`config.mk`:
```
export PLATFORM = sky130hd
export DESIGN_NAME = frontend_top
export DESIGN_NICKNAME = d
export VERILOG_FILES = /design/src/frontend_pkg.sv /design/src/frontend_top.sv /design/src/instr_assembler.sv /design/src/prefetch_fifo.sv /design/src/bus_tracker.sv /design/src/fetch_req_ctrl.sv
export SDC_FILE = /design/constraint.sdc
export NUM_CORES = 1
export LEC_CHECK = 0
export BUFFER_PORTS_ARGS = -buffer_cell sky130_fd_sc_hd__buf_4
export CORE_MARGIN = 5
export CORE_UTILIZATION = 52
export CTS_CLUSTER_SIZE = 8
export DETAILED_ROUTE_END_ITERATION = 7
export PLACE_DENSITY = 0.77
export SETUP_SLACK_MARGIN = 0.05
export SLEW_MARGIN = 20
export SYNTH_ARGS = -nofsm -noshare
export SYNTH_HDL_FRONTEND = slang
export SYNTH_SLANG_ARGS = --single-unit
```
`constraint.sdc`:
```
create_clock -name clk -period 4.26 [get_ports clk]
set_input_delay 0.639 -clock clk [delete_from_list [all_inputs] [get_ports clk]]
set_output_delay 0.639 -clock clk [all_outputs]
set_load 0.02 [all_outputs]
```
`src/frontend_pkg.sv`:
```
/*
 * shared definitions for the instruction-fetch front end:
 * address and halfword widths, the fetch-word union,
 * the fetch-data struct that travels through the prefetch queue,
 * and the state word of the instruction assembler
 */

package frontend_pkg;

	// ------------------------------
	// widths
	// ------------------------------

	localparam int addr_w = 32;

	// one bundle is a halfword, the unit that compressed code is aligned to
	localparam int hw_w = 16;

	typedef logic [addr_w-1:0] addr_t;
	typedef logic [hw_w-1:0] hw_t;

	// ------------------------------
	// fetch data
	// ------------------------------

	// a bus word, read whole when it lands in the CIR as a 32-bit chunk,
	// or as two halfwords when the low half has to be aligned away
	typedef union packed {
		logic [2*hw_w-1:0] word;
		hw_t [1:0] hw;
	} fetch_word_u;

	// one returned beat, with its valid halfwords and its bus error
	typedef struct packed {
		fetch_word_u data;
		logic [1:0] hwvld;
		logic err;
	} fetch_data_t;

	// the CIR, the halfword behind it and the number of valid halfwords in both
	// err_buf is the bus error of hwbuf
	typedef struct packed {
		logic [31:0] cir;
		logic [1:0] cir_vld;
		logic [1:0] cir_err;
		hw_t hwbuf;
		logic [1:0] level;
		logic err_buf;
	} cir_state_t;

endpackage
```
`src/frontend_top.sv`:
```
`timescale 1ns/1ps
/*
 * instruction-fetch front end top level
 * connects the request FSM, the bus tracker, the prefetch queue
 * and the instruction assembler to the fetch bus and decode
 */

module frontend_top import frontend_pkg::*; #(
	parameter addr_t reset_vector = 32'h0,
	parameter int    fifo_depth = 2
) (
	input  logic        clk,
	input  logic        rst_n,
	output addr_t       mem_addr,
	output logic        mem_addr_vld,
	input  logic        mem_addr_rdy,
	input  fetch_word_u mem_data,
	input  logic        mem_data_err,
	input  logic        mem_data_vld,
	input  addr_t       jump_target,
	input  logic        jump_target_vld,
	output logic        jump_target_rdy,
	output logic [31:0] cir,
	output logic [1:0]  cir_vld,
	output logic [1:0]  cir_err,
	input  logic [1:0]  cir_use
);

	logic jump_now;
	logic fetch_stall;
	logic flushing;
	logic [1:0] data_hwvld;
	logic fifo_push;
	logic fifo_pop;
	logic fifo_empty;
	logic fifo_full;
	logic fifo_almost_full;
	logic room;
	logic bus_beat_vld;
	fetch_data_t bus_beat;
	fetch_data_t fifo_head;

	// ------------------------------
	// glue
	// ------------------------------

	assign bus_beat = '{data: mem_data, hwvld: data_hwvld, err: mem_data_err};

	// beats of flushed fetches are dropped on arrival
	assign bus_beat_vld = mem_data_vld && !flushing;

	// a beat that goes straight into the CIR is not written to the queue as well
	assign fifo_push = bus_beat_vld && !(room && fifo_empty);

	fetch_req_ctrl #(
		.reset_vector (reset_vector)
	) u_ctrl (
		.clk             (clk),
		.rst_n           (rst_n),
		.jump_target     (jump_target),
		.jump_target_vld (jump_target_vld),
		.jump_target_rdy (jump_target_rdy),
		.fetch_stall     (fetch_stall),
		.mem_addr_rdy    (mem_addr_rdy),
		.mem_addr        (mem_addr),
		.mem_addr_vld    (mem_addr_vld),
		.jump_now        (jump_now)
	);

	bus_tracker u_tracker (
		.clk              (clk),
		.rst_n            (rst_n),
		.addr_issue       (mem_addr_vld),
		.jump_now         (jump_now),
		.jump_target_bit1 (jump_target[1]),
		.mem_addr_rdy     (mem_addr_rdy),
		.mem_data_vld     (mem_data_vld),
		.fifo_full        (fifo_full),
		.fifo_almost_full (fifo_almost_full),
		.fetch_stall      (fetch_stall),
		.flushing         (flushing),
		.data_hwvld       (data_hwvld)
	);

	prefetch_fifo #(
		.fifo_depth (fifo_depth)
	) u_fifo (
		.clk         (clk),
		.rst_n       (rst_n),
		.push        (fifo_push),
		.push_data   (bus_beat),
		.pop         (fifo_pop),
		.flush       (jump_now),
		.head        (fifo_head),
		.empty       (fifo_empty),
		.full        (fifo_full),
		.almost_full (fifo_almost_full)
	);

	instr_assembler u_asm (
		.clk          (clk),
		.rst_n        (rst_n),
		.fifo_head    (fifo_head),
		.fifo_empty   (fifo_empty),
		.bus_beat     (bus_beat),
		.bus_beat_vld (bus_beat_vld),
		.flush        (jump_now),
		.cir_use      (cir_use),
		.fifo_pop     (fifo_pop),
		.room         (room),
		.cir          (cir),
		.cir_vld      (cir_vld),
		.cir_err      (cir_err)
	);

endmodule

```
`src/instr_assembler.sv`:
```
`timescale 1ns/1ps
/*
 * instruction assembly: picks the queue head or the bypassed bus beat,
 * aligns away an invalid low halfword, shifts the CIR down by the decode
 * consumption and overlays fresh data behind what is left
 */

module instr_assembler import frontend_pkg::*; (
	input  logic        clk,
	input  logic        rst_n,
	input  fetch_data_t fifo_head,
	input  logic        fifo_empty,
	input  fetch_data_t bus_beat,
	input  logic        bus_beat_vld,
	input  logic        flush,
	input  logic [1:0]  cir_use,
	output logic        fifo_pop,
	output logic        room,
	output logic [31:0] cir,
	output logic [1:0]  cir_vld,
	output logic [1:0]  cir_err
);

	cir_state_t st;
	cir_state_t st_next;
	fetch_data_t src;
	logic src_vld;
	fetch_word_u aligned;
	logic [3*hw_w-1:0] shifted;
	logic [3*hw_w-1:0] merged;
	logic [2:0] err_shifted;
	logic [2:0] err_merged;
	logic [1:0] level_keep;
	logic [1:0] fill;
	logic [1:0] level_next;

	// ------------------------------
	// source select and alignment
	// ------------------------------

	// the queue holds older data, so the bus is only used when it is empty
	assign src = fifo_empty ? bus_beat : fifo_head;
	assign src_vld = !fifo_empty || bus_beat_vld;

	// after a jump to an odd halfword only the upper half is real
	always_comb begin
		aligned.hw[1] = src.data.hw[1];
		aligned.hw[0] = src.hwvld[0] ? src.data.hw[0] : src.data.hw[1];
	end

	// ------------------------------
	// shift and overlay
	// ------------------------------

	// halfwords past the level are don't care, so reuse hwbuf to fill them
	always_comb begin
		case (cir_use)
			2'd1: shifted = {st.hwbuf, st.hwbuf, st.cir[31:16]};
			2'd2: shifted = {st.hwbuf, st.cir[31:16], st.hwbuf};
			default: shifted = {st.hwbuf, st.cir};
		endcase
	end

	// errors move with their halfwords
	assign err_shifted = {st.err_buf, st.cir_err} >> cir_use;

	assign level_keep = st.level - cir_use;

	// a full word needs two free halfwords, an aligned half needs one
	assign room = level_keep <= (&src.hwvld ? 2'd1 : 2'd2);
	assign fifo_pop = room && !fifo_empty;
	assign fill = (room && src_vld) ? (&src.hwvld ? 2'd2 : 2'd1) : 2'd0;

	always_comb begin
		if (!room) begin
			merged = shifted;
			err_merged = err_shifted;
		end else if (level_keep == 2'd2) begin
			merged = {aligned.hw[0], shifted[2*hw_w-1:0]};
			err_merged = {src.err, err_shifted[1:0]};
		end else if (level_keep == 2'd1) begin
			merged = {aligned.word, shifted[hw_w-1:0]};
			err_merged = {{2{src.err}}, err_shifted[0]};
		end else begin
			merged = {shifted[3*hw_w-1:2*hw_w], aligned.word};
			err_merged = {err_shifted[2], {2{src.err}}};
		end
	end

	// a jump empties the CIR in the cycle after it is taken
	assign level_next = flush ? 2'd0 : level_keep + fill;

	// ------------------------------
	// next state
	// ------------------------------

	always_comb begin
		st_next.cir = merged[2*hw_w-1:0];
		st_next.hwbuf = merged[3*hw_w-1:2*hw_w];
		st_next.cir_err = err_merged[1:0];
		st_next.err_buf = err_merged[2];
		st_next.level = level_next;
		// 2 is reported only for a complete 32-bit instruction
		if (level_next == 2'd0) begin
			st_next.cir_vld = 2'd0;
		end else if (merged[1:0] == 2'b11 && level_next >= 2'd2) begin
			st_next.cir_vld = 2'd2;
		end else begin
			st_next.cir_vld = 2'd1;
		end
	end

	always_ff @(posedge clk or negedge rst_n) begin
		if (!rst_n) begin
			st <= '0;
		end else begin
			st <= st_next;
		end
	end

	assign cir = st.cir;
	assign cir_vld = st.cir_vld;
	// the upper error bit is shown only when the upper half is part of the instruction
	assign cir_err = st.cir_err & {st.cir_vld == 2'd2, |st.cir_vld};

endmodule

```
`src/prefetch_fifo.sv`:
```
`timescale 1ns/1ps
/*
 * prefetch queue for returned fetch words
 * entries stay packed from index 0 and shift down on pop,
 * each one carrying its halfword valid bits and bus error
 */

module prefetch_fifo import frontend_pkg::*; #(
	parameter int fifo_depth = 2
) (
	input  logic        clk,
	input  logic        rst_n,
	input  logic        push,
	input  fetch_data_t push_data,
	input  logic        pop,
	input  logic        flush,
	output fetch_data_t head,
	output logic        empty,
	output logic        full,
	output logic        almost_full
);

	fetch_data_t entry [fifo_depth];
	logic [fifo_depth-1:0] vld;
	logic [fifo_depth-1:0] vld_shift;
	logic [fifo_depth-1:0] land;

	// ------------------------------
	// valid bits
	// ------------------------------

	// occupancy after the pop, before the push
	assign vld_shift = pop ? (vld >> 1) : vld;

	// a push lands on the first free slot behind the survivors
	assign land = ~vld_shift & {vld_shift[fifo_depth-2:0], 1'b1};

	always_ff @(posedge clk or negedge rst_n) begin
		if (!rst_n) begin
			vld <= '0;
		end else if (flush) begin
			// a jump drops everything, and the word pushed with it too
			vld <= '0;
		end else begin
			vld <= vld_shift | (land & {fifo_depth{push}});
		end
	end

	// ------------------------------
	// payload
	// ------------------------------

	for (genvar g = 0; g < fifo_depth; g++) begin : g_entry
		fetch_data_t above;

		if (g < fifo_depth - 1) begin : g_mid
			assign above = entry[g+1];
		end else begin : g_last
			// the top slot has nothing behind it, a pop leaves it stale
			assign above = entry[g];
		end

		always_ff @(posedge clk) begin
			if (push && land[g]) begin
				entry[g] <= push_data;
			end else if (pop) begin
				entry[g] <= above;
			end
		end
	end

	assign head = entry[0];
	assign empty = !vld[0];
	assign full = vld[fifo_depth-1];
	assign almost_full = vld[fifo_depth-2];

endmodule

```
`src/bus_tracker.sv`:
```
`timescale 1ns/1ps
/*
 * bus pipeline tracking: pending fetch count, flush countdown after a jump,
 * the stall decision and the halfword-valid mask of the next data beat
 */

module bus_tracker (
	input  logic       clk,
	input  logic       rst_n,
	input  logic       addr_issue,
	input  logic       jump_now,
	input  logic       jump_target_bit1,
	input  logic       mem_addr_rdy,
	input  logic       mem_data_vld,
	input  logic       fifo_full,
	input  logic       fifo_almost_full,
	output logic       fetch_stall,
	output logic       flushing,
	output logic [1:0] data_hwvld
);

	logic [1:0] pending_cnt;
	logic [1:0] flush_cnt;
	logic addr_accept;
	// a jump to an odd halfword waits here until its address is accepted
	logic aph_odd;
	// the first surviving beat belongs to an odd jump target
	logic data_odd;

	// the address phase completes where the offer meets rdy
	assign addr_accept = addr_issue && mem_addr_rdy;
	assign flushing = |flush_cnt;

	// the registered count keeps rdy out of the address path,
	// which is why a two-entry queue is needed for full throughput
	assign fetch_stall = fifo_full || (fifo_almost_full && |pending_cnt) || pending_cnt > 2'd1;

	assign data_hwvld = {1'b1, !data_odd};

	always_ff @(posedge clk or negedge rst_n) begin
		if (!rst_n) begin
			pending_cnt <= 2'd0;
			flush_cnt <= 2'd0;
		end else begin
			pending_cnt <= pending_cnt + 2'(addr_accept) - 2'(mem_data_vld);
			// everything still in flight at a jump is stale
			if (jump_now) begin
				flush_cnt <= pending_cnt - 2'(mem_data_vld);
			end else if (flushing && mem_data_vld) begin
				flush_cnt <= flush_cnt - 2'd1;
			end
		end
	end

	// responses are in order, so the target's beat is the first one not flushed
	always_ff @(posedge clk or negedge rst_n) begin
		if (!rst_n) begin
			aph_odd <= 1'b0;
			data_odd <= 1'b0;
		end else begin
			if (jump_now) begin
				aph_odd <= !addr_accept && jump_target_bit1;
				data_odd <= addr_accept && jump_target_bit1;
			end else begin
				// the target's beat may return while the next address is accepted
				if (mem_data_vld && !flushing) begin
					data_odd <= 1'b0;
				end
				if (addr_accept) begin
					aph_odd <= 1'b0;
					if (aph_odd) begin
						data_odd <= 1'b1;
					end
				end
			end
		end
	end

endmodule

```
`src/fetch_req_ctrl.sv`:
```
`timescale 1ns/1ps
/*
 * fetch request FSM: fetch address counter, address-phase hold,
 * single-cycle reset holdoff and jump acceptance
 */

module fetch_req_ctrl import frontend_pkg::*; #(
	parameter addr_t reset_vector = 32'h0
) (
	input  logic  clk,
	input  logic  rst_n,
	input  addr_t jump_target,
	input  logic  jump_target_vld,
	output logic  jump_target_rdy,
	input  logic  fetch_stall,
	input  logic  mem_addr_rdy,
	output addr_t mem_addr,
	output logic  mem_addr_vld,
	output logic  jump_now
);

	localparam logic [1:0] st_holdoff = 2'd0;
	localparam logic [1:0] st_run = 2'd1;
	localparam logic [1:0] st_hold = 2'd2;

	localparam addr_t word_step = 4;

	logic [1:0] state;
	addr_t fetch_addr;
	addr_t jump_base;
	logic addr_accept;

	// the bus only ever sees word-aligned requests
	assign jump_base = {jump_target[addr_w-1:2], 2'b00};

	// a held address phase must not change, so jumps wait for it to finish
	assign jump_target_rdy = state != st_hold;
	assign jump_now = jump_target_vld && jump_target_rdy;
	assign addr_accept = mem_addr_vld && mem_addr_rdy;

	// ------------------------------
	// address phase
	// ------------------------------

	always_comb begin
		mem_addr = fetch_addr;
		mem_addr_vld = 1'b0;
		case (state)
			st_hold: begin
				// repeat the registered address until the bus takes it
				mem_addr_vld = 1'b1;
			end
			st_run: begin
				mem_addr_vld = !fetch_stall;
				// a jump target goes out in the same cycle it is presented
				if (jump_target_vld) begin
					mem_addr = jump_base;
				end
			end
			default: begin
				// holdoff after reset, nothing is requested yet
				mem_addr_vld = 1'b0;
			end
		endcase
	end

	// ------------------------------
	// state and fetch address
	// ------------------------------

	always_ff @(posedge clk or negedge rst_n) begin
		if (!rst_n) begin
			state <= st_holdoff;
			fetch_addr <= reset_vector;
		end else begin
			// an offered address that was not taken must be held next cycle
			state <= (mem_addr_vld && !mem_addr_rdy) ? st_hold : st_run;
			if (jump_now) begin
				// post-increment when the target itself went straight out
				fetch_addr <= jump_base + (addr_accept ? word_step : addr_t'(0));
			end else if (addr_accept) begin
				fetch_addr <= fetch_addr + word_step;
			end
		end
	end

endmodule

```
==> reports/qor.log <==
[die] Chip Width 144.6 um
[yosys] Post-synth ARST share 58.28%
[clocking] number of gates resized after cts 0
[sta] Final setup viols 0
[yosys] sequential-to-total area share from yosys stat 46.93%
[finish] Area growth syn-to-layout 16.34%
[finish] layout cells sized above 1 26.31%
[critical_path] worst setup path category reg2reg
[yosys] number of unique standard cell types used by synthesis 54
[routing] DR vias/cell 5.738
[power] static leakage power 4.378 nW
[critical_path] required arrival time at the worst endpoint 4.56 ns
[routing] remaining number of nets flagged by the antenna check after routing 0
[clocking] cts hold-fix bufs 0
[global_routing] number of global-route vias before repair 6894
[routing] number of violations reported at the end of detailed-routing iteration 0 431
[sta] Min Clock Period, post-route 3.459 ns
[critical_path] startpoint type of the worst setup path flip-flop
[clocking] maximum count of clock buffers along a single path 2
[die] placeable core area 17900 sq um
[routing] final routed DRC violation total 0
[power] Peak supply drop 565.6 uV
[sta] Slew Viols, Final 0
[critical_path] end of the worst register-to-register path u_asm.cir_vld[1]$_DFF_PN0_
[critical_path] Register-to-Register Setup Slack 0.80 ns
[routing] Total Wirelength 22050 um
[place] I/O Buffers 138
[die] Die Height 144.6 um
[sta] final hold violation count 0
[finish] total inserted antenna cells 0
[place] cell count after placement 1189
[clocking] clock sink count 163
[global_routing] global-route wire length before repair 35940 um
[clocking] clock transition time at the flip-flop clock pins of the worst setup and hold paths 0.06 ns
[routing] total via count in the routed design 7006
[sta] slew of the pin with the lowest slew margin 1.144 ns
[sta] Worst Skew 0.01334 ns
[sta] achievable clock frequency 289.1 MHz
[sta] period utilization 81.20%
[critical_path] Max FO, Critical Path 19
[yosys] synthesis warning total 0
[critical_path] critical path data arrival time 3.76 ns
[global_routing] number of antenna violations at the first check in global routing 0
[yosys] number of enable flip-flop cells after synthesis 68
[die] row count 49
[global_routing] GRT overflow 0
[sta] relative slew slack 23.57%
[clocking] cell chosen for the clock root clkbuf_16
[finish] filler instances 1477
[global_routing] total track usage 21.64%
[critical_path] Reg-to-Reg Start u_fifo.vld[0]$_DFF_PN0_
[critical_path] endpoint of the most critical setup path u_asm.cir_vld[1]$_DFF_PN0_
[routing] detailed-router iteration count before antenna repair 5
[clocking] maximum level of the CTS H-tree 4
[sta] unrepaired setup endpoints after global routing false
[status] run status complete, no violations
[power] overall power of the completed layout 0.007572 W
[clocking] clock tree from TritonCTS done
[finish] NumNets Final 1067
[die] starting density of the core 52.60%
[die] die footprint 20900 sq um
[clocking] total clock buffers created by CTS 17
[critical_path] Worst Setup SP u_fifo.vld[0]$_DFF_PN0_
[finish] commonest cells after routing, fill and taps aside 152 x buf_4, 94 x dfrtp_1, 79 x nor2_1, 73 x mux2i_1, 68 x edfxtp_1
[flow_run] Maximum Capacitance Violations 0
[global_routing] pin count of the biggest net entering global routing 72
[yosys] Avg Synthesized Cell Area 10.51 sq um
[clocking] clock latency at the later pin of the worst-skew pair 0.43 ns
[critical_path] Crit. End Element flip-flop
[yosys] netlist area before placement 9417 sq um
[finish] final design utilization 61.20%
[yosys] most used flip-flop cell after synthesis dfrtp_1
[sta] Fin Setup TNS 0 ns
[min_path] Hold Path Class in2async
[yosys] synthesized instance count 896
[finish] most common cell after layout, fill and taps aside buf_4
[critical_path] R2R cell count 12
[place] DP Wirelength 15640 um
[power] power per standard cell area 691.1 nW/um^2
[clocking] total setup buffers inserted after CTS 0
[yosys] synthesized flop and latch total 163
[routing] DR WL/cell 18.06 um
[finish] Final Non-Filler Cells 1221
[place] placer's final routability congestion estimate 0.8824
[die] top-level I/O count 142
[through the flow]
step	setup WS (ns)	hold slack (ns)	cell area, sq um
CTS	0.8141	0.3874	10950
global placement	0.6933	0.5026	10390
detailed placement	0.5837	0.5155	10390
global route	0.4814	0.2908	10960
floorplan	0.2333	0.3434	9424
finish	0.8010	0.2304	10960
[area by class of cell]
type                            instances  area, sq um  area share [%]
Timing Repair Buffer                  153         1152           10.52
Inverter                               21        78.83          0.7195
Clock inverter                          9        97.59          0.8908
Sequential cell                       163         4420           40.35
Clock buffer                           23        457.9           4.180
Multi-Input combinational cell        623         4462           40.73
Tap cell                              229        286.5           2.615
[power by group]
group,switching [W],leakage (nW),internal [W]
sequential,0.000347,1.76,0.00219
combinational,0.00213,2.35,0.00143
clock,0.000647,0.269,0.000832
total,0.00312,4.38,0.00445
[layer usage]
| layer | part of all wire, % | track usage [%] |
|---|---|---|
| met3 | 7.1 | 4.663 |
| met1 | 46 | 32.12 |
| met4 | 1.4 | 5.842 |
| met5 | 0 | 0 |
| met2 | 45 | 32.31 |
[synthesized netlist by cell type (14+ instances only)]
library cell / n / area (sq um)
mux2_2: 63 / 709.4
buf_4: 36 / 270.3
mux2i_1: 74 / 740.7
nand3_1: 23 / 115.1
inv_1: 19 / 71.32
nor2b_1: 23 / 143.9
nand4_1: 18 / 112.6
a221oi_1: 16 / 140.1
a21oi_1: 57 / 285.3
a2111oi_0: 14 / 122.6
o21ai_0: 28 / 140.1
nand2_1: 57 / 214.0
a22oi_1: 17 / 127.6
xor2_1: 30 / 262.8
edfxtp_1: 68 / 2042
xnor2_1: 32 / 280.3
dfrtp_1: 95 / 2377
clkbuf_1: 35 / 131.4
nor2_1: 81 / 304.0
ha_1: 16 / 200.2
nor3_1: 23 / 115.1
[registers in the layout (all words and copies together) (netlist names), 2 cells and up]
name / flops
u_ctrl.fetch_addr: 30
u_fifo.entry: 68
u_ctrl.state: 2
u_asm.st: 21
u_asm.cir_vld: 2
u_tracker.pending_cnt: 2
u_tracker.flush_cnt: 2
u_asm.cir: 32
u_fifo.vld: 2
[how the worst min path moves through the flow]
stage	depth (start not counted)	slack (ns)	end	startpoint
after floorplan	0	0.34	u_asm.cir[0]$_DFF_PN0_	rst_n
after global placement	2	0.50	u_fifo.entry[0][1]$_DFFE_PP_	u_fifo.entry[1][1]$_DFFE_PP_
after detailed placement	2	0.52	u_fifo.entry[0][1]$_DFFE_PP_	u_fifo.entry[1][1]$_DFFE_PP_
after CTS	1	0.39	u_asm.st[13]$_DFFE_PN0P_	rst_n
after global routing	1	0.29	u_ctrl.fetch_addr[19]$_DFFE_PN0P_	rst_n
final	1	0.23	u_ctrl.fetch_addr[21]$_DFFE_PN0P_	rst_n
[worst max-delay path, cell delays in order, from the launching register on]
cell and delay, ns:
dfrtp_2 0.42, nor2_1 0.06, a21oi_1 0.28, inv_2 0.28, ha_1 0.39, nor2b_1 0.16, a2bb2oi_2 0.62, nor3_1 0.11
ha_1 0.22, xnor2_1 0.20, nor4_1 0.08, or2_2 0.31, and4_1 0.19
[logic make-up after synthesis]
logic type / count (synthesis) / share of synthesized area (%)
simple gates: 257 / 13.39
mux: 137 / 15.40
xor+xnor: 63 / 6.006
fa+ha+maj: 16 / 2.126
buf+inv: 111 / 6.086
compound gates: 148 / 10.02
other cells: 1 / 0.03982
flops: 163 / 46.93
(Power assumes the default switching activity.)
